==> src/hdl/cache_geom_pkg.sv <==
package cache_geom_pkg;

  localparam int ADDR_W     = 32;
  localparam int WORD_W     = 32;
  localparam int LINE_WORDS = 4;
  localparam int LINE_W     = WORD_W * LINE_WORDS;  // 128
  localparam int OFFSET_W   = 4;                     // byte offset within a line

  // set count and tag width come from num_sets in each module

  typedef enum logic [2:0] {
    idle,
    lookup,
    write_back,
    refill,
    respond
  } cache_state_e;

endpackage

==> src/hdl/cache_data_store.sv <==
`timescale 1ns/1ps

module cache_data_store
  import cache_geom_pkg::*;
#(
  parameter int num_sets = 16,
  localparam int idx_w = $clog2(num_sets),
  localparam int sel_w = $clog2(LINE_WORDS)
) (
  input  logic              clk,
  input  logic [ADDR_W-1:0] addr,
  input  logic              word_we,
  input  logic              line_we,
  input  logic [WORD_W-1:0] wdata,
  input  logic [LINE_W-1:0] line_in,
  output logic [WORD_W-1:0] rd_word,
  output logic [LINE_W-1:0] victim_line
);

  logic [LINE_W-1:0] lines [num_sets];
  logic [idx_w-1:0]  idx;
  logic [sel_w-1:0]  word_sel;

  assign idx      = addr[OFFSET_W +: idx_w];
  assign word_sel = addr[OFFSET_W-1 -: sel_w];  // word offset above byte bits

  always_ff @(posedge clk) begin
    if (line_we) begin
      lines[idx] <= line_in;
    end else if (word_we) begin
      lines[idx][word_sel*WORD_W +: WORD_W] <= wdata;
    end
  end

  assign victim_line = lines[idx];
  assign rd_word     = victim_line[word_sel*WORD_W +: WORD_W];

  a_one_write : assert property (
    @(posedge clk) !(word_we && line_we));

endmodule

==> config.mk <==
export PLATFORM = sky130hd
export DESIGN_NAME = cache_data_store
export DESIGN_NICKNAME = d
export VERILOG_FILES = /design/src/hdl/cache_geom_pkg.sv /design/src/hdl/cache_data_store.sv
export SDC_FILE = /design/constraint.sdc
export NUM_CORES = 2
export LEC_CHECK = 0
export BUFFER_PORTS_ARGS = -buffer_cell sky130_fd_sc_hd__buf_2
export CAP_MARGIN = 20
export CORE_MARGIN = 1.5
export CORE_UTILIZATION = 50
export CTS_CLUSTER_DIAMETER = 30
export CTS_CLUSTER_SIZE = 24
export DETAILED_ROUTE_END_ITERATION = 12
export PLACE_DENSITY = 0.67
export SLEW_MARGIN = 20
export SYNTH_ARGS = -nofsm -noshare
export SYNTH_HDL_FRONTEND = slang
export SYNTH_SLANG_ARGS = --single-unit
==> constraint.sdc <==
create_clock -name clk -period 5.7 [get_ports clk]
set_clock_uncertainty 0.1 [all_clocks]
set_input_delay 0.285 -clock clk [delete_from_list [all_inputs] [get_ports clk]]
set_output_delay 0.285 -clock clk [all_outputs]
set_load 0.1 [all_outputs]
==> impl_metrics.py <==
metrics = {
    "clocking": {
        "clock-sinks": 2048,
        "cts_buffer_depth": 4,
        "ctsHoldBuffers": 65,
        "cts_setup_buffers": 0,
        "h-tree-depth": 5,
        "cts_tree": "done",
        "post_cts_resized": 0,
        "cts_made_buffers": 389,
        "cts_root_buf": "clkbuf_16",
        "clkTransAtPathRegs_ps": 50,
    },
    "detailed_routing": {
        "totalWireLength_mm": 247,
        "dr_total_vias": 43700,
        "drc": 0,
        "antenna_left": 0,
        "drt-initial-drc-count": 6310,
        "wl_per_cell_um": 37.2,
        "dr.pass1.iters": 6,
        "post_drt_via_cell_ratio": 6.58,
    },
    "synth": {
        "ys_types": 25,
        "yosysSeqAreaShare_pct": 77.9,
        "synth.avg_cell_area_um2": 22.2,
        "synth_cells": 3562,
        "synth_area_leader_cell": "edfxtp_1",
        "synth-main-ff-cell": "edfxtp_1",
        "synth_edf_count": 2048,
        "ys_top_cells_by_count": "edfxtp_1, mux4_2, a22oi_1",
        "yosys_warnings": 0,
        "syn_nets": 3762,
        "synthArstFlopShare_pct": 0,
        "synthesis.area_um2": 79000,
        "yosys-top-cells-area": "edfxtp_1, mux4_2, a22oi_1, a22o_1, a21oi_1",
        "synth-seq-cells": 2048,
        "synth.most_common_cell": "edfxtp_1",
        "synth_top_area_share_pct": 77.9,
    },
    "layout": {
        "fin_nets": 4461,
        "largest_reg_flops": 2048,
        "final_cells": 6648,
        "layout-drive-gt1-share_pct": 36.3,
        "regMostFlops": "lines",
        "reg.largest.list": "lines (2048)",
        "syn_to_final_growth_pct": 23.9,
        "final_util_pct": 62.5,
        "fillers": 10400,
    },
    "global_route": {
        "grt_start_max_net_pins": 112,
        "gr-total-overflow": 0,
        "grt_use_total_pct": 30.7,
        "grt_pass1_wl_mm": 338,
        "grt_antenna_before_repair": 51,
        "grt_pass1_vias": 42900,
    },
    "sta": {
        "finalCriticalPeriod_ps": 4240,
        "setup_viol": 0,
        "hold_viol_final": 0,
        "worst_pin_slew_ps": 1310,
        "period_share_pct": 74.3,
        "rsz0062_at_grt": "no",
        "maxSlewViolCount": 0,
        "relSlewSlack_pct": 12.6,
        "tns_ps": 0,
        "fmax_mhz": 236,
        "whs_ps": 33.9,
    },
    "die": {
        "die_y_um": 400,
        "die_x_um": 400,
        "ios": 355,
        "initial_core_util_pct": 50.4,
        "core_um2": 157000,
        "rows": 145,
        "die-area_um2": 160000,
    },
    "place": {
        "io_buffer_count": 328,
        "place_inst": 5862,
        "place_hpwl_mm": 150,
        "gp_congestion": 0.847,
    },
    "hold_path": {
        "worstHoldStart": "line_in[67]",
        "min_path_cells": 2,
        "holdCritPathClass": "in -> reg",
    },
    "setup_path": {
        "crit_fanout": 56,
        "crit_start": "addr[4]",
        "crit_required_ps": 5320,
        "start_kind": "primary input",
        "path_cells": "buf_8 -> buf_12 -> mux4_2 -> a22oi_1 -> a21oi_1 -> or4_1 -> buf_2",
        "cp_data_arrival_time_ps": 3850,
        "end_kind": "primary output",
        "slowest_delay_ps": 760,
        "slowest_stage": "or4_1",
        "path_class": "in -> out",
    },
    "flow_run": {
        "maxCapViolCount": 0,
    },
    "power": {
        "vdd_drop_max_uv": 341,
        "power.density_nw_per_um2": 443,
        "p_leak_nw": 32.2,
        "power_mw": 43.4,
    },
    "outcome": {
        "status": "complete, no violations",
    },
}
[final timing paths]
path / to / slack [ps]
worst max-delay path: rd_word[21] / 1460
worst min-delay path: lines[13][67] / 30
[power breakdown]
group	total [mW]	internal, mW	switching (mW)
combinational	3.40	0.802	2.60
sequential	17.1	17.0	0.0818
clock	22.9	15.3	7.56
total	43.4	33.1	10.2
[layout make-up]
cell class | instances | area [um^2] | area share (%)
Sequential cell | 2048 | 61500 | 62.9
Tap cell | 2058 | 2570 | 2.63
Clock inverter | 251 | 3010 | 3.07
Timing Repair Buffer | 521 | 3520 | 3.60
Clock buffer | 443 | 10100 | 10.3
Antenna cell | 26 | 65.1 | 0.0665
Inverter | 2 | 7.51 | 0.00767
Multi-Input combinational cell | 1299 | 17100 | 17.4
[cell families after synthesis]
family	share of synthesized area, %
AOI/OAI and AO/OA	4.69
and+or+nand+nor	1.48
adders and majority gates	0.0792
DFF	77.9
buffers and inverters	1.29
muxes	14.6
[metrics by stage]
step,instance area (um^2),setup WS (ps)
after CTS,97700,1560
after detailed placement,84000,1590
after floorplan,79000,1600
after global placement,84000,1560
after global routing,97800,1410
final,97800,1460
[cells in the final DEF, fill, tap and decap left out, drive strengths merged]
cell type	count
nor3	6
nand3	3
clkbuf	443
or4	32
or2	1
edfxtp	2048
inv	21
clkinvlp	44
ha	5
clkinv	129
bufinv	59
nand4b	1
nor2b	5
diode	26
mux4	512
nand2	149
buf	456
nand2b	2
a22o	128
a21oi	132
and2	1
nor4	3
dlygate4sd3	65
a22oi	256
nor2	63
[layer usage]
| layer | share of wire [%] | routed length, um | vias to the layer above | global-route usage [%] |
|---|---|---|---|---|
| met1 | 35 | 87000 | 22900 | 41.1 |
| met3 | 15 | 38300 | 518 | 12.6 |
| met5 | 0.10 | 251 | - | 0 |
| met4 | 3.8 | 9520 | 40 | 11.9 |
| met2 | 45 | 112000 | 3306 | 45.2 |
| li1 | - | - | 16900 | - |
[critical path: cells and delay by family]
kind	cells	cell delay, ps
AND/OR/NAND/NOR	1	760
AO/OA/AOI/OAI	2	650
buffers and inverters	3	1300
multiplexers	1	590
(Power assumes the default switching activity.)
