## src/hdl/cache_geom_pkg.sv

```systemverilog
package cache_geom_pkg;

  localparam int ADDR_W     = 32;
  localparam int WORD_W     = 32;
  localparam int LINE_WORDS = 4;
  localparam int LINE_W     = WORD_W * LINE_WORDS;  // 128
  localparam int OFFSET_W   = 4;                     // byte offset within a line

  // set count and tag width come from num_sets in each module

  typedef enum logic [2:0] {
    idle,
    lookup,
    write_back,
    refill,
    respond
  } cache_state_e;

endpackage

```

## src/hdl/cache_tag_store.sv

```systemverilog
`timescale 1ns/1ps

module cache_tag_store
  import cache_geom_pkg::*;
#(
  parameter int num_sets = 16,
  localparam int idx_w = $clog2(num_sets),
  localparam int tag_w = ADDR_W - OFFSET_W - idx_w
) (
  input  logic              clk,
  input  logic              rst_n,
  input  logic [ADDR_W-1:0] addr,
  input  logic              set_line,
  input  logic              mark_dirty,
  output logic              hit,
  output logic              victim_dirty,
  output logic [tag_w-1:0]  victim_tag
);

  logic [tag_w-1:0]    tags [num_sets];
  logic [num_sets-1:0] valid;
  logic [num_sets-1:0] dirty;
  logic [idx_w-1:0]    idx;
  logic [tag_w-1:0]    addr_tag;

  assign idx      = addr[OFFSET_W +: idx_w];
  assign addr_tag = addr[ADDR_W-1 -: tag_w];

  always_ff @(posedge clk or negedge rst_n) begin
    if (!rst_n) begin
      valid <= '0;
      dirty <= '0;
    end else if (set_line) begin
      valid[idx] <= 1'b1;
      dirty[idx] <= 1'b0;  // fresh line from memory
    end else if (mark_dirty) begin
      dirty[idx] <= 1'b1;
    end
  end

  always_ff @(posedge clk) begin
    if (set_line) tags[idx] <= addr_tag;
  end

  assign victim_tag   = tags[idx];
  assign hit          = valid[idx] && (tags[idx] == addr_tag);
  assign victim_dirty = valid[idx] && dirty[idx];

  a_no_set_and_dirty : assert property (
    @(posedge clk) disable iff (!rst_n) !(set_line && mark_dirty));

endmodule

```

## config.mk

```make
export PLATFORM = sky130hd
export DESIGN_NAME = cache_tag_store
export DESIGN_NICKNAME = d
export VERILOG_FILES = /design/src/hdl/cache_geom_pkg.sv /design/src/hdl/cache_tag_store.sv
export SDC_FILE = /design/constraint.sdc
export NUM_CORES = 1
export LEC_CHECK = 0
export BUFFER_PORTS_ARGS = -buffer_cell sky130_fd_sc_hd__buf_2
export CORE_ASPECT_RATIO = 1.4
export CORE_UTILIZATION = 45
export DETAILED_ROUTE_END_ITERATION = 6
export GPL_ROUTABILITY_DRIVEN = 1
export GPL_TIMING_DRIVEN = 0
export SLEW_MARGIN = 20
export SYNTH_ARGS = -nofsm -noshare
export SYNTH_HDL_FRONTEND = slang
export SYNTH_SLANG_ARGS = --single-unit
```

## constraint.sdc

```tcl
create_clock -name clk -period 9.2 [get_ports clk]
set_clock_uncertainty 0.2 [all_clocks]
set_input_delay 0.92 -clock clk [delete_from_list [all_inputs] [get_ports clk]]
set_output_delay 0.92 -clock clk [all_outputs]
set_load 0.02 [all_outputs]
```

==> impl_metrics.csv <==
group,metric,value,unit
global_routing,grtUsageMet3,4.06,%
global_routing,grt_pass1_wl,62800,um
synth,synth_ff_type,"edfxtp_1",
finish,final_util,52.6,%
power,p_leak,0.00638,uW
setup_path,crit_type,"input port to primary output",
power,vdd_ir_drop_max,0.123,mV
setup_path,cpPeakStageDelay,0.77,ns
sta,max_freq,0.164,GHz
global_routing,grt_max_degree,33,
sta,finalCritPeriodShare,66.3,%
global_routing,met2_usage,40.7,%
clock_network,cts_resized,0,
finish,nNetsFinal,1002,
place,port_buffers,55,
detailed_routing,drc_errors,0,
sta,rsz0062_at_grt,"false",
setup_path,cp-start-kind,"input port",
setup_path,worstPathRequired,8.08,ns
clock_network,cts_made_buffers,39,
global_routing,busiest_layer,"met2",
synth,syn_nets,880,
synth,async_flop_share,7.69,%
synth,synth_largest_area_cell,"edfxtp_1",
floorplan,initial_core_util,45.6,%
sta,slew_viol_final,0,
synth,ys_warn_count,0,
place,hpwl,28200,um
clock_network,post_cts_buffers,0,
run_status,outcome,"completed",
synth,synth-edff-count,384,
sta,finalSetupViolCount,0,
clock_network,clock_sinks,416,
finish,drive_gt1_share,29.9,%
detailed_routing,wl_per_cell,29.8,um
detailed_routing,firstDrtPassIters,5,
sta,hold_violations,0,
floorplan,core_area,36700,sq um
place,post-place-cells,1392,
setup_path,cp_max_fo,10,
synth,syn_inst,844,
setup_path,cpLargestDelayFamily,"buffers and inverters",
floorplan,io_pins,62,
setup_path,r2r-start,"valid[10]",
synth,synth_top_area_share,69.0,%
floorplan,die_w,165,um
finish,instances_no_fill,1461,
setup_path,cp_common_cell,"buf_2",
setup_path,crit_slowest_cell,"nor4_1",
detailed_routing,drtIter0Drc,798,
synth,synthDistinctLibCells,57,
setup_path,critPathBufInv,5,
detailed_routing,viasPerCell,6.02,
power,power_density,210,nW/um^2
floorplan,die_y,230,um
setup_path,end_kind,"primary output",
sta,slew_headroom,35.1,%
setup_path,reg2reg_slack,8.20,ns
setup_path,r2r_end,"valid[10]",
global_routing,grt_pass1_vias,9195,
sta,tightest_slew,0.973,ns
global_routing,grtUsageTotal,24.1,%
detailed_routing,wl,43500,um
setup_path,crit_arrival,4.98,ns
floorplan,dieArea,37900,sq um
synth,ys_ff_latch,416,
clock_network,htreeDepth,2,
flow_run,cap_violations,0,
finish,final_common_cell,"edfxtp_1",
setup_path,r2r_cells,1,
global_routing,antenna_found_initial,0,
floorplan,rows,83,
setup_path,cp-startpoint,"addr[5]",
sta,final.setup.tns,0,ns
finish,layout_common_cells,"edfxtp_1 (384), mux4_2 (91), buf_2 (66)",
clock_network,root_buffer,"clkbuf_16",
place,gp_congestion,0.817,
clock_network,worstSkewPairLatency,0.54,ns
worst_hold_path,hp-class,"input port to async pin",
synth,avgSynthCellArea,19.8,sq um
clock_network,cts_tree,"yes",
global_routing,grtUsageMet1,30.4,%
global_routing,grt_overflow_total,0,
clock_network,cts_hold_buf,0,
synth,synth_area,16700,sq um
detailed_routing,antenna_left,0,
synth,synthTopCellsByArea,"edfxtp_1 (69%), mux4_2 (12%), dfrtp_1 (4.8%), mux2i_1 (1.9%), mux2_2 (0.88%)",
detailed_routing,route.vias.total,8788,
finish,area_growth,15.4,%
sta,fin_crit,6.10,ns
synth,yosysSeqAreaShare,73.8,%
clock_network,clk_pin_slew,0.06,ns
clock_network,clockBufferDepth,3,
setup_path,path_cells,"buf_2 > buf_2 > buf_2 > buf_1 > mux4_2 > a22oi_1 > nand2_1 > xor2_1 > nor4_1 > nand4_1 > nor4_2 > buf_2",
sta,whs,0.229,ns
[state kept, by name, summed over array words and instances, names as in the netlist, named ones only]
name,flops
tags,384
valid,16
[Yosys cell counts (4+ instances only)]
master and count:
a31oi_1 15, or3_1 4, mux2_2 13, edfxtp_1 384, nor3_1 12, and3_1 6, buf_6 5, or2_2 17
nor2_1 39, buf_2 11, a22oi_1 18, o22ai_1 10, inv_1 6, o21ai_0 10, mux4_2 91, mux4_1 4
nor2b_1 4, nand2_1 24, a21oi_1 10, buf_1 5, o21bai_1 5, xnor2_1 14, clkbuf_1 15, xor2_1 9
dfrtp_1 32, mux2i_1 31
[worst max path at each step]
stage	to	slack (ns)	cells past startpoint
detailed placement	hit	3.11	12
CTS	hit	3.07	12
global placement	valid[3]	0.42	8
finish	hit	3.10	12
floorplan	tags[3][0]	4.42	7
global route	hit	3.04	12
[stage by stage]
step	power, uW	setup WS (ns)	area, sq um
2_1_floorplan	2390	4.42	16700
3_3_place_gp	2530	0.416	17600
3_5_place_dp	2540	3.11	18100
4_1_cts	4070	3.07	19300
5_1_grt	4170	3.04	19300
6_report	4060	3.10	19300
[per-layer routing]
| metal | up-vias | share of wire, % |
|---|---|---|
| li1 | 3714 | - |
| met1 | 4590 | 38 |
| met2 | 376 | 51 |
| met3 | 108 | 5.9 |
| met4 | 0 | 4.2 |
| met5 | - | 0 |
[power by group]
group	total, uW	leakage (uW)	switching [uW]	internal [uW]
sequential	2150	0.00383	21.9	2130
clock	1560	0.000593	682	875
combinational	348	0.00196	209	138
total	4060	0.00638	913	3140
[cell type report]
cell class / instances / area (sq um)
antenna: 1 / 2.50
buffer: 41 / 256
clock buffer: 51 / 1070
clock inverter: 17 / 129
fill: 2917 / 17400
inverter: 8 / 30.0
multi-input combinational: 379 / 4180
sequential: 416 / 12300
tap: 467 / 584
timing repair buffer: 81 / 693
[kinds of logic (layout without fill, tap and decap cells)]
kind of cell | Yosys count | in the layout | synth area share (%)
XOR/XNOR | 23 | 23 | 1.21
buffers and inverters | 49 | 198 | 1.71
multiplexers | 141 | 141 | 15.8
AO/OA/AOI/OAI | 89 | 89 | 3.69
flip-flops | 416 | 416 | 73.8
AND/OR/NAND/NOR | 126 | 126 | 3.75
other | 0 | 1 | 0
Power figures use the tool's default switching activity.
