[src/hdl/cache_geom_pkg.sv]
package cache_geom_pkg;

  localparam int ADDR_W     = 32;
  localparam int WORD_W     = 32;
  localparam int LINE_WORDS = 4;
  localparam int LINE_W     = WORD_W * LINE_WORDS;  // 128
  localparam int OFFSET_W   = 4;                     // byte offset within a line

  // set count and tag width come from num_sets in each module

  typedef enum logic [2:0] {
    idle,
    lookup,
    write_back,
    refill,
    respond
  } cache_state_e;

endpackage

[src/hdl/mem_bus_pkg.sv]
package mem_bus_pkg;

  import cache_geom_pkg::*;

  localparam int LINE_ADDR_W = ADDR_W - OFFSET_W;  // 28

  localparam int DEFAULT_MEM_LATENCY = 4;

  typedef enum logic [1:0] {
    mem_nop,
    mem_read,
    mem_write
  } mem_op_e;

endpackage

[src/hdl/cache_ctrl.sv]
`timescale 1ns/1ps

module cache_ctrl
  import cache_geom_pkg::*;
  import mem_bus_pkg::*;
#(
  parameter int num_sets = 16,
  localparam int idx_w = $clog2(num_sets),
  localparam int tag_w = ADDR_W - OFFSET_W - idx_w
) (
  input  logic                   clk,
  input  logic                   rst_n,
  input  logic                   is_input_valid,
  input  logic [ADDR_W-1:0]      addr,
  input  logic                   mem_read,
  input  logic                   mem_write,
  input  logic [WORD_W-1:0]      din,
  input  logic                   hit,
  input  logic                   victim_dirty,
  input  logic [tag_w-1:0]       victim_tag,
  input  logic                   mem_done,
  output logic                   is_ready,
  output logic                   is_output_valid,
  output logic                   is_hit,
  output logic [ADDR_W-1:0]      req_addr,
  output logic [WORD_W-1:0]      req_wdata,
  output logic                   set_line,
  output logic                   mark_dirty,
  output logic                   word_we,
  output logic                   line_we,
  output logic                   mem_req,
  output mem_op_e                mem_op,
  output logic [LINE_ADDR_W-1:0] mem_addr
);

  cache_state_e state;
  cache_state_e next_state;
  logic         accept;
  logic         req_write;
  logic         hit_r;      // lookup result, held through the miss
  logic [idx_w-1:0] req_idx;

  assign accept  = is_ready && is_input_valid && (mem_read || mem_write);
  assign req_idx = req_addr[OFFSET_W +: idx_w];

  always_comb begin
    next_state = state;
    case (state)
      idle:       if (accept) next_state = lookup;
      lookup: begin
        if (hit) begin
          next_state = idle;
        end else if (victim_dirty) begin
          next_state = write_back;
        end else begin
          next_state = refill;
        end
      end
      write_back: if (mem_done) next_state = refill;
      refill:     if (mem_done) next_state = respond;
      respond:    next_state = idle;
      default:    next_state = idle;
    endcase
  end

  always_ff @(posedge clk or negedge rst_n) begin
    if (!rst_n) begin
      state     <= idle;
      req_write <= 1'b0;
      hit_r     <= 1'b0;
    end else begin
      state <= next_state;
      if (accept) req_write <= mem_write;
      if (state == lookup) hit_r <= hit;
    end
  end

  always_ff @(posedge clk) begin
    if (accept) begin
      req_addr  <= addr;
      req_wdata <= din;
    end
  end

  assign is_ready        = (state == idle);
  assign is_output_valid = (state == lookup && hit) || (state == respond);
  assign is_hit          = (state == lookup) ? hit : hit_r;

  // write hit updates at end of lookup, write miss merges in respond
  assign word_we    = req_write && ((state == lookup && hit) || state == respond);
  assign mark_dirty = word_we;
  assign line_we    = (state == refill) && mem_done;
  assign set_line   = line_we;

  always_comb begin
    mem_req  = 1'b0;
    mem_op   = mem_nop;
    mem_addr = req_addr[ADDR_W-1:OFFSET_W];
    if (state == lookup && !hit) begin
      mem_req = 1'b1;
      if (victim_dirty) begin
        mem_op   = mem_bus_pkg::mem_write;
        mem_addr = {victim_tag, req_idx};  // victim line address
      end else begin
        mem_op = mem_bus_pkg::mem_read;
      end
    end else if (state == write_back && mem_done) begin
      mem_req = 1'b1;  // refill follows the write-back at once
      mem_op  = mem_bus_pkg::mem_read;
    end
  end

  // memory answers only while a transfer is awaited
  a_done_when_waiting : assert property (
    @(posedge clk) disable iff (!rst_n)
      mem_done |-> (state == write_back || state == refill));

endmodule

[config.mk]
export PLATFORM = sky130hd
export DESIGN_NAME = cache_ctrl
export DESIGN_NICKNAME = d
export VERILOG_FILES = /design/src/hdl/cache_geom_pkg.sv /design/src/hdl/mem_bus_pkg.sv /design/src/hdl/cache_ctrl.sv
export SDC_FILE = /design/constraint.sdc
export NUM_CORES = 1
export LEC_CHECK = 0
export ABC_AREA = 1
export BUFFER_PORTS_ARGS = -buffer_cell sky130_fd_sc_hd__buf_2
export CAP_MARGIN = 20
export CELL_PAD_IN_SITES_DETAIL_PLACEMENT = 1
export CELL_PAD_IN_SITES_GLOBAL_PLACEMENT = 1
export CORE_UTILIZATION = 31
export DETAILED_ROUTE_END_ITERATION = 10
export PLACE_DENSITY = 0.8
export SLEW_MARGIN = 5
export SYNTH_ARGS = -nofsm -noshare
export SYNTH_HDL_FRONTEND = slang
export SYNTH_SLANG_ARGS = --single-unit
[constraint.sdc]
create_clock -name clk -period 3.2 [get_ports clk]
set_clock_uncertainty 0.2 [all_clocks]
set_input_delay 0.64 -clock clk [delete_from_list [all_inputs] [get_ports clk]]
set_output_delay 0.64 -clock clk [all_outputs]
set_load 0.02 [all_outputs]
==> results of run 1 <==
[how the worst max path moves through the flow]
stage                  from  cells past startpoint           end  slack (ns)
2_1_floorplan      state[1]                      5   req_addr[0]        0.42
3_3_place_gp   victim_dirty                      5  mem_addr[25]        0.53
3_5_place_dp   victim_dirty                      5  mem_addr[18]        0.46
4_1_cts            state[1]                      9  mem_addr[10]        0.24
5_1_grt            state[2]                      9  mem_addr[10]        0.07
6_report           state[1]                      9   mem_addr[8]        0.28
[critical path, cell delays in order, from the launching register on]
cell and delay [ns]:
dfrtp_1 0.44, nor2_2 0.19, nand2_2 0.09, inv_2 0.09, nand2_4 0.06, inv_4 0.29, buf_12 0.25, nand2_1 0.06
o21ai_0 0.07, buf_2 0.19
[synthesized netlist by cell type, drive strengths merged]
cell	count
clkbuf	5
nand4	2
buf	11
or2	1
edfxtp	64
nor4	2
dfrtp	5
inv	35
a21boi	1
nor2	7
nand3	2
nor3	1
nand2	65
o21ai	49
[logic make-up (layout without fill, tap and decap cells)]
logic type / after synthesis / count (layout) / synth area share
AO/OA/AOI/OAI: 50 / 50 / 0.109
flip-flops: 69 / 69 / 0.679
buffers and inverters: 51 / 252 / 0.0900
other: 0 / 1 / 0
AND/OR/NAND/NOR: 80 / 80 / 0.122
[power groups by stage]
stage	Sequential (mW)	Combinational, mW	Clock (mW)
after floorplan	1.43	0.651	0
after global placement	1.26	1.15	0
after detailed placement	1.27	1.18	0
after CTS	1.25	1.19	0.852
after global routing	1.27	1.26	0.883
final	1.25	1.16	0.827
[metal layers]
| layer | wire [um] | part of all wire | track usage | vias up |
|---|---|---|---|---|
| met5 | 0 | 0 | 0 | - |
| met4 | 176 | 0.021 | 0.0691 | 0 |
| met3 | 771 | 0.093 | 0.0617 | 16 |
| met2 | 4390 | 0.53 | 0.300 | 118 |
| met1 | 3000 | 0.36 | 0.171 | 1171 |
| li1 | - | - | - | 1223 |
[what timing repair did]
item,4_1_cts,5_1_grt
hold buffers,1,0
gates resized for setup,0,0
hold endpoints to repair,5,0
[layout make-up]
class	count	area, um^2
timing repair buffer	201	1030
antenna	1	2.50
multi-input combinational	130	697
clock inverter	7	105
tap	129	161
sequential	69	2050
inverter	35	134
fill	1126	5030
clock buffer	9	124
[registers in the layout (all words and copies together) (netlist names)]
name and cells:
hit_r 1, req_wdata 32, state 3, req_write 1
req_addr 32
[per-stage QoR]
step | setup slack (ns) | cells | instance area [um^2] | util | power, mW
after floorplan | 0.424 | 250 | 3020 | - | 2.08
after global placement | 0.534 | 563 | 4060 | 0.435 | 2.41
after detailed placement | 0.464 | 563 | 4060 | 0.435 | 2.45
after CTS | 0.236 | 580 | 4300 | 0.461 | 3.29
after global routing | 0.0662 | 580 | 4300 | 0.461 | 3.42
final | 0.280 | 581 | 4300 | 0.461 | 3.24
==> results.toml, run 1 <==
[worst_setup_path]
r2r_cells = 6
worst_setup_path_end_kind = "output port"
r2r_end = "req_wdata[29]"
worstSetupPathType = "reg -> out"
reg2reg_from = "state[1]"
ff2ff_setup_slack_ns = 1.26
cp.arrival_ns = 2.08
crit_required_ns = 2.36
critPathMaxFanout = 27
setup.worst_path.start_class = "register"

[pwr]
ir_worst_vdd_v = 0.000355
p_seq_frac = 0.386
internal_power_mw = 2.00
p_per_area_nw_per_um2 = 753
p_leak_nw = 2.03
pwr-share-comb = 0.359
p_clk_frac = 0.256
swShare = 0.383
p_sw_mw = 1.24

[clock_tree]
clock_path_buffers = 2
h-tree-depth = 3
clock_latency_ns = 0.33
cts_buffers = 9
clkSlewWorstSetupHoldPaths_ns = 0.09
cts_setup_buffers = 0
cts_root_buf = "clkbuf_8"
cts.sinks = 69
cts_tree = "done"

[timing]
hold_viol_final = 0
rsz0062_at_grt = "false"
max_clock_freq_mhz = 342
drv_slew = 0
period_share = 0.913
hold_ws_ns = 0.267
finalSetupTns_ns = 0
relSlewSlack = 0.465
worstMarginPinSlew_ns = 0.802
finalSetupViolCount = 0
fin_crit_ns = 2.92

[yosys]
synth_area_leaders = "edfxtp_1 (64%), nand2_1 (5.9%), o21ai_2 (5.8%), o21ai_0 (4.8%), dfrtp_1 (4.1%)"
syn_area_um2 = 3020
syn_avg_cell_area_um2 = 12.1
synth_nets = 346
synth_top_area_frac = 0.637
netlist_instances = 250
synth_cell_types = 23
seq_area_frac_synth = 0.679
yosys.area.top_type = "edfxtp_1"
ys_warn_count = 0
yosys_register_bits = 69

[routing]
routedWlPerCell_um = 14.3
num_vias = 2528
drc = 0
first_iter_violations = 60
firstDrtPassIters = 4
vias_per_cell = 4.35
routed_wl_um = 8330
ant_nets = 0

[floorplanning]
fp-row-count = 35
num_io_pins = 198
die_h_um = 101
core_area_um2 = 9330
start_util = 0.323
fp.dieArea_um2 = 10100
die_x_um = 101

[place]
place_congestion = 0.739
port_buffers = 197
dpl.hpwl_um = 6460

[layout]
final_common_cell = "buf_2"
final_cell_mix = "buf_2 (197), edfxtp_1 (64), nand2_1 (47)"
syn2layout_area_growth_pct = 42.7
drive_gt1_frac = 0.574
fin_nets = 542

[global_routing]
gr-usage-all-layers = 0.165
grt_pass1_wl_um = 12500
grt-ovfl-total = 0
antenna_found_initial = 1
first_global_vias = 2591
grt_max_degree = 51

[outcome]
status = "completed"

[hold_path]
hold_depth = 1
hold_end = "req_addr[1]"
hold_class = "in -> reg"
hp-start = "addr[1]"

[run]
cap_violations = 0
Power figures use the tool's default switching activity.
==> inputs of run 2 (changes only) <==
==> constraint.sdc (replaced) <==
create_clock -name clk -period 3.05 [get_ports clk]
set_clock_uncertainty 0.2 [all_clocks]
set_input_delay 0.61 -clock clk [delete_from_list [all_inputs] [get_ports clk]]
set_output_delay 0.61 -clock clk [all_outputs]
set_load 0.02 [all_outputs]
==> run 2 against run 1 <==
  * Final area is 0.35% higher
  * Critical path type unchanged
  * Critical endpoint unchanged
  * Register-to-register slack lost 0.17 ns
  * Combinational power is 5% higher
  * Power increased by 4.8%
  * Utilization grew 0.16 points
==> results.toml, run 2 (same netlist as run 1, synthesis figures left out) <==
[floorplanning]
die_h_um = 101
start_util = 0.323
num_io_pins = 198
core_area_um2 = 9330
fp-row-count = 35
die_x_um = 101
fp.dieArea_um2 = 10100

[layout]
multi_input_area_um2 = 697
final_common_cell = "buf_2"
final_cell_mix = "buf_2 (197), edfxtp_1 (64), nand2_1 (47)"
fill_cells = 1106
fin_nets = 544
fin_area_um2 = 4320
reg_top3 = "req_addr x32, req_wdata x32, state x3"
final_cells = 583
syn2layout_area_growth_pct = 43.2
ff_latch_area_um2 = 2050
final_core_util = 0.463
drive_gt1_frac = 0.576

[clock_tree]
cts_tree = "done"
clock_latency_ns = 0.34
h-tree-depth = 3
clkSlewWorstSetupHoldPaths_ns = 0.09
cts_resized = 0
cts.sinks = 69
clock_path_buffers = 2
cts_root_buf = "clkbuf_8"
cts_buffers = 9

[worst_setup_path]
crit_required_ns = 2.24
critPathSlowestCell = "dfrtp_1"
cp.arrival_ns = 2.03
cp.buffers_inverters = 4
critPathMaxFanout = 30
crit_path_cell_trace = "nor2_2, nand2_2, inv_2, nand2_4, inv_4, buf_12, nand2_1, o21ai_0, buf_2"
max_stage_delay_ns = 0.45
cp_top_family = "buffers and inverters"
setup.worst_path.start_class = "register"
worst_setup_path_end_kind = "output port"
worstSetupPathType = "reg -> out"

[pwr]
p_clk_frac = 0.253
pwr-share-comb = 0.360
swShare = 0.382
p_sw_mw = 1.30
internal_power_mw = 2.10
ir_worst_vdd_v = 0.000346
p_per_area_nw_per_um2 = 786
p_seq_frac = 0.386
p_leak_nw = 2.04

[timing]
finalSetupTns_ns = 0
fin_crit_ns = 2.84
hold_viol_final = 0
relSlewSlack = 0.676
drv_slew = 0
period_share = 0.932
worstMarginPinSlew_ns = 0.486
rsz0062_at_grt = "false"
max_clock_freq_mhz = 352
finalSetupViolCount = 0

[routing]
num_vias = 2551
ant_nets = 0
routed_wl_um = 8310
first_iter_violations = 72
firstDrtPassIters = 3
vias_per_cell = 4.38
routedWlPerCell_um = 14.3
drc = 0

[global_routing]
grt-ovfl-total = 0
gr-usage-all-layers = 0.167
antenna_found_initial = 1
first_global_vias = 2672
grt_pass1_wl_um = 12900
grt_max_degree = 40

[outcome]
status = "completed"

[place]
port_buffers = 197
dp.cells = 565
place_congestion = 0.769
dpl.hpwl_um = 6600
place_area_um2 = 4080

[hold_path]
hold_class = "in -> reg"

[run]
cap_violations = 0
## run 2: cell count changes in the layout (fill, tap and decap cells not counted)
cell / change
buf_4: +2
## run 2: area by class of cell
class,instances,share of cell area
inverter,35,0.0310
sequential,69,0.474
multi-input combinational,130,0.161
clock inverter,7,0.0243
timing repair buffer,203,0.242
tap,129,0.0374
antenna,1,0.000580
clock buffer,9,0.0287
## run 2: metrics by stage
step	power [mW]	hold slack [ns]	setup slack [ns]
floorplan	2.18	0.114	0.274
global placement	2.53	0.236	0.562
detailed placement	2.57	0.244	0.516
CTS	3.44	0.216	0.181
global route	3.57	0.214	0.00443
finish	3.39	0.236	0.206
## run 2: worst paths after layout
| kind | startpoint | cells past startpoint | slack (ns) | end |
|---|---|---|---|---|
| max in group asynchronous | rst_n | 2 | 2.06 | state[1] |
| worst min-delay path | addr[7] | 1 | 0.24 | req_addr[7] |
| min in group asynchronous | rst_n | 2 | 0.43 | hit_r |
| worst max-delay path | state[2] | 9 | 0.21 | mem_addr[8] |
| worst min register to register | hit_r | 2 | 0.29 | hit_r |
| worst max register to register | state[0] | 6 | 1.09 | req_addr[23] |
## run 2: per-layer routing
metal,GRT usage,wire (um),vias up
li1,-,-,1227
met1,0.171,3000,1197
met2,0.308,4420,118
met3,0.0645,781,9
met4,0.0624,106,0
met5,0,0,-
## run 2: power by group through the flow
| stage | clock network (mW) | logic, mW | registers (mW) |
|---|---|---|---|
| finish | 0.859 | 1.22 | 1.31 |
| global placement | 0 | 1.20 | 1.32 |
| CTS | 0.882 | 1.24 | 1.31 |
| floorplan | 0 | 0.683 | 1.50 |
| global route | 0.920 | 1.32 | 1.33 |
| detailed placement | 0 | 1.24 | 1.33 |
## run 2: repair_timing
item,CTS,global route
setup endpoints to repair,0,0
hold endpoints to repair,5,0
buffers inserted,0,0
hold buffers,1,0
==> inputs of run 3 (changes only) <==
--- a/config.mk
+++ b/config.mk
@@ -13,6 +13,7 @@
 export CORE_UTILIZATION = 31
 export DETAILED_ROUTE_END_ITERATION = 10
 export PLACE_DENSITY = 0.8
+export REMOVE_ABC_BUFFERS = 1
 export SLEW_MARGIN = 5
 export SYNTH_ARGS = -nofsm -noshare
 export SYNTH_HDL_FRONTEND = slang
==> run 3 against run 2 <==
  * Sequential cell count unchanged
  * Largest power group unchanged
  * Power shrank 4.6%
  * Worst hold slack improved by 0.0024 ns
  * Wire length shrank 0.57%
  * Clock power decreased by 18%
  * First-iteration DRC count down 54%
  * Utilization down 0.56 points
==> results.toml, run 3 (same netlist as run 1, synthesis figures left out) <==
[worst_setup_path]
r2r_cells = 6
cp_top_family = "buffers and inverters"
crit_path_start = "state[1]"
endpoint = "mem_addr[18]"
max_stage_delay_ns = 0.44
crit_required_ns = 2.24
cp.buffers_inverters = 4
crit_top_cell = "nand2_2"
cp.arrival_ns = 1.99
cp_num_cells = 9
r2r_end = "req_addr[2]"
critPathMaxFanout = 34
ff2ff_setup_slack_ns = 1.09
setup.worst_path.start_class = "register"
critPathSlowestCell = "dfrtp_1"
crit_path_cell_trace = "nor2_2, nand2_2, inv_2, nand2_4, inv_4, buf_12, nand2_2, o21ai_2, buf_2"
worst_setup_path_end_kind = "output port"
worstSetupPathType = "reg -> out"
reg2reg_from = "state[1]"

[place]
place_area_um2 = 4070
dpl.hpwl_um = 6540
port_buffers = 197
dp_slack_ns = 0.531
place_congestion = 0.767
dp.cells = 564

[global_routing]
first_global_vias = 2715
grt_pass1_wl_um = 12400
antenna_found_initial = 0
grt-ovfl-total = 0
grt_max_degree = 51
gr-usage-all-layers = 0.163

[clock_tree]
h-tree-depth = 3
cts_root_buf = "clkbuf_8"
cts_buffers = 9
clock_path_buffers = 2
cts.sinks = 69
clock_latency_ns = 0.33
cts_tree = "done"
cts_setup_buffers = 0
cts_resized = 0
clkSlewWorstSetupHoldPaths_ns = 0.09

[timing]
finalSetupTns_ns = 0
fin_ws_ns = 0.252
drv_slew = 0
hold_ws_ns = 0.238
relSlewSlack = 0.652
max_clock_freq_mhz = 357
fin_crit_ns = 2.80
rsz0062_at_grt = "false"
worstMarginPinSlew_ns = 0.522
finalSetupViolCount = 0
period_share = 0.917
hold_viol_final = 0

[routing]
firstDrtPassIters = 4
vias_per_cell = 4.38
routed_wl_um = 8260
num_vias = 2542
routedWlPerCell_um = 14.2
first_iter_violations = 33
ant_nets = 0
drc = 0

[hold_path]
hold_depth = 1
hold_class = "in -> reg"

[floorplanning]
core_area_um2 = 9330
fp.dieArea_um2 = 10100
die_h_um = 101
start_util = 0.323
fp-row-count = 35
num_io_pins = 198
die_x_um = 101

[layout]
diodes = 0
fin_nets = 543
reg_top3 = "req_addr x32, req_wdata x32, state x3"
fin_area_um2 = 4260
final_cell_mix = "buf_2 (197), edfxtp_1 (64), nand2_1 (47)"
syn2layout_area_growth_pct = 41.4
drive_gt1_frac = 0.575
final_core_util = 0.457
final_cells = 581
final_common_cell = "buf_2"

[pwr]
fin_total_pwr_mw = 3.24
p_per_area_nw_per_um2 = 759
ir_worst_vdd_v = 0.000364
p_leak_nw = 2.01

[run]
cap_violations = 0

[outcome]
status = "completed"
## run 3: cell count changes in the layout (fill, tap and decap cells not counted)
cell	delta
diode_2	-1
buf_4	-1
inv_6	+1
clkinv_4	+1
bufinv_16	-2
## run 3: cell type report
cell class	instances	area, um^2
Clock buffer	9	124
Clock inverter	7	62.6
Fill cell	1097	5060
Inverter	35	134
Multi-Input combinational cell	130	697
Sequential cell	69	2050
Tap cell	129	161
Timing Repair Buffer	202	1040
## run 3: routing by layer
metal / part of all wire / vias up / track usage
li1: - / 1226 / -
met1: 0.37 / 1171 / 0.165
met2: 0.51 / 134 / 0.296
met3: 0.11 / 11 / 0.0763
met4: 0.016 / 0 / 0.0535
met5: 0 / - / 0
## run 3: worst min path at each step
stage	from	end	slack [ns]
floorplan	rst_n	hit_r	0.11
global placement	rst_n	hit_r	0.23
detailed placement	rst_n	hit_r	0.23
CTS	addr[15]	req_addr[15]	0.21
global route	din[1]	req_wdata[1]	0.21
finish	addr[15]	req_addr[15]	0.24
## run 3: what timing repair did
action | 4_1_cts | 5_1_grt
setup endpoints to repair | 0 | 0
endpoints found under the hold margin | 5 | 0
hold buffers | 1 | 0
## run 3: power by group
group	total [mW]	switching [mW]	internal (mW)	leakage, nW
clock	0.704	0.391	0.312	0.0927
sequential	1.31	0.0704	1.24	0.653
combinational	1.22	0.841	0.381	1.27
total	3.24	1.30	1.93	2.01
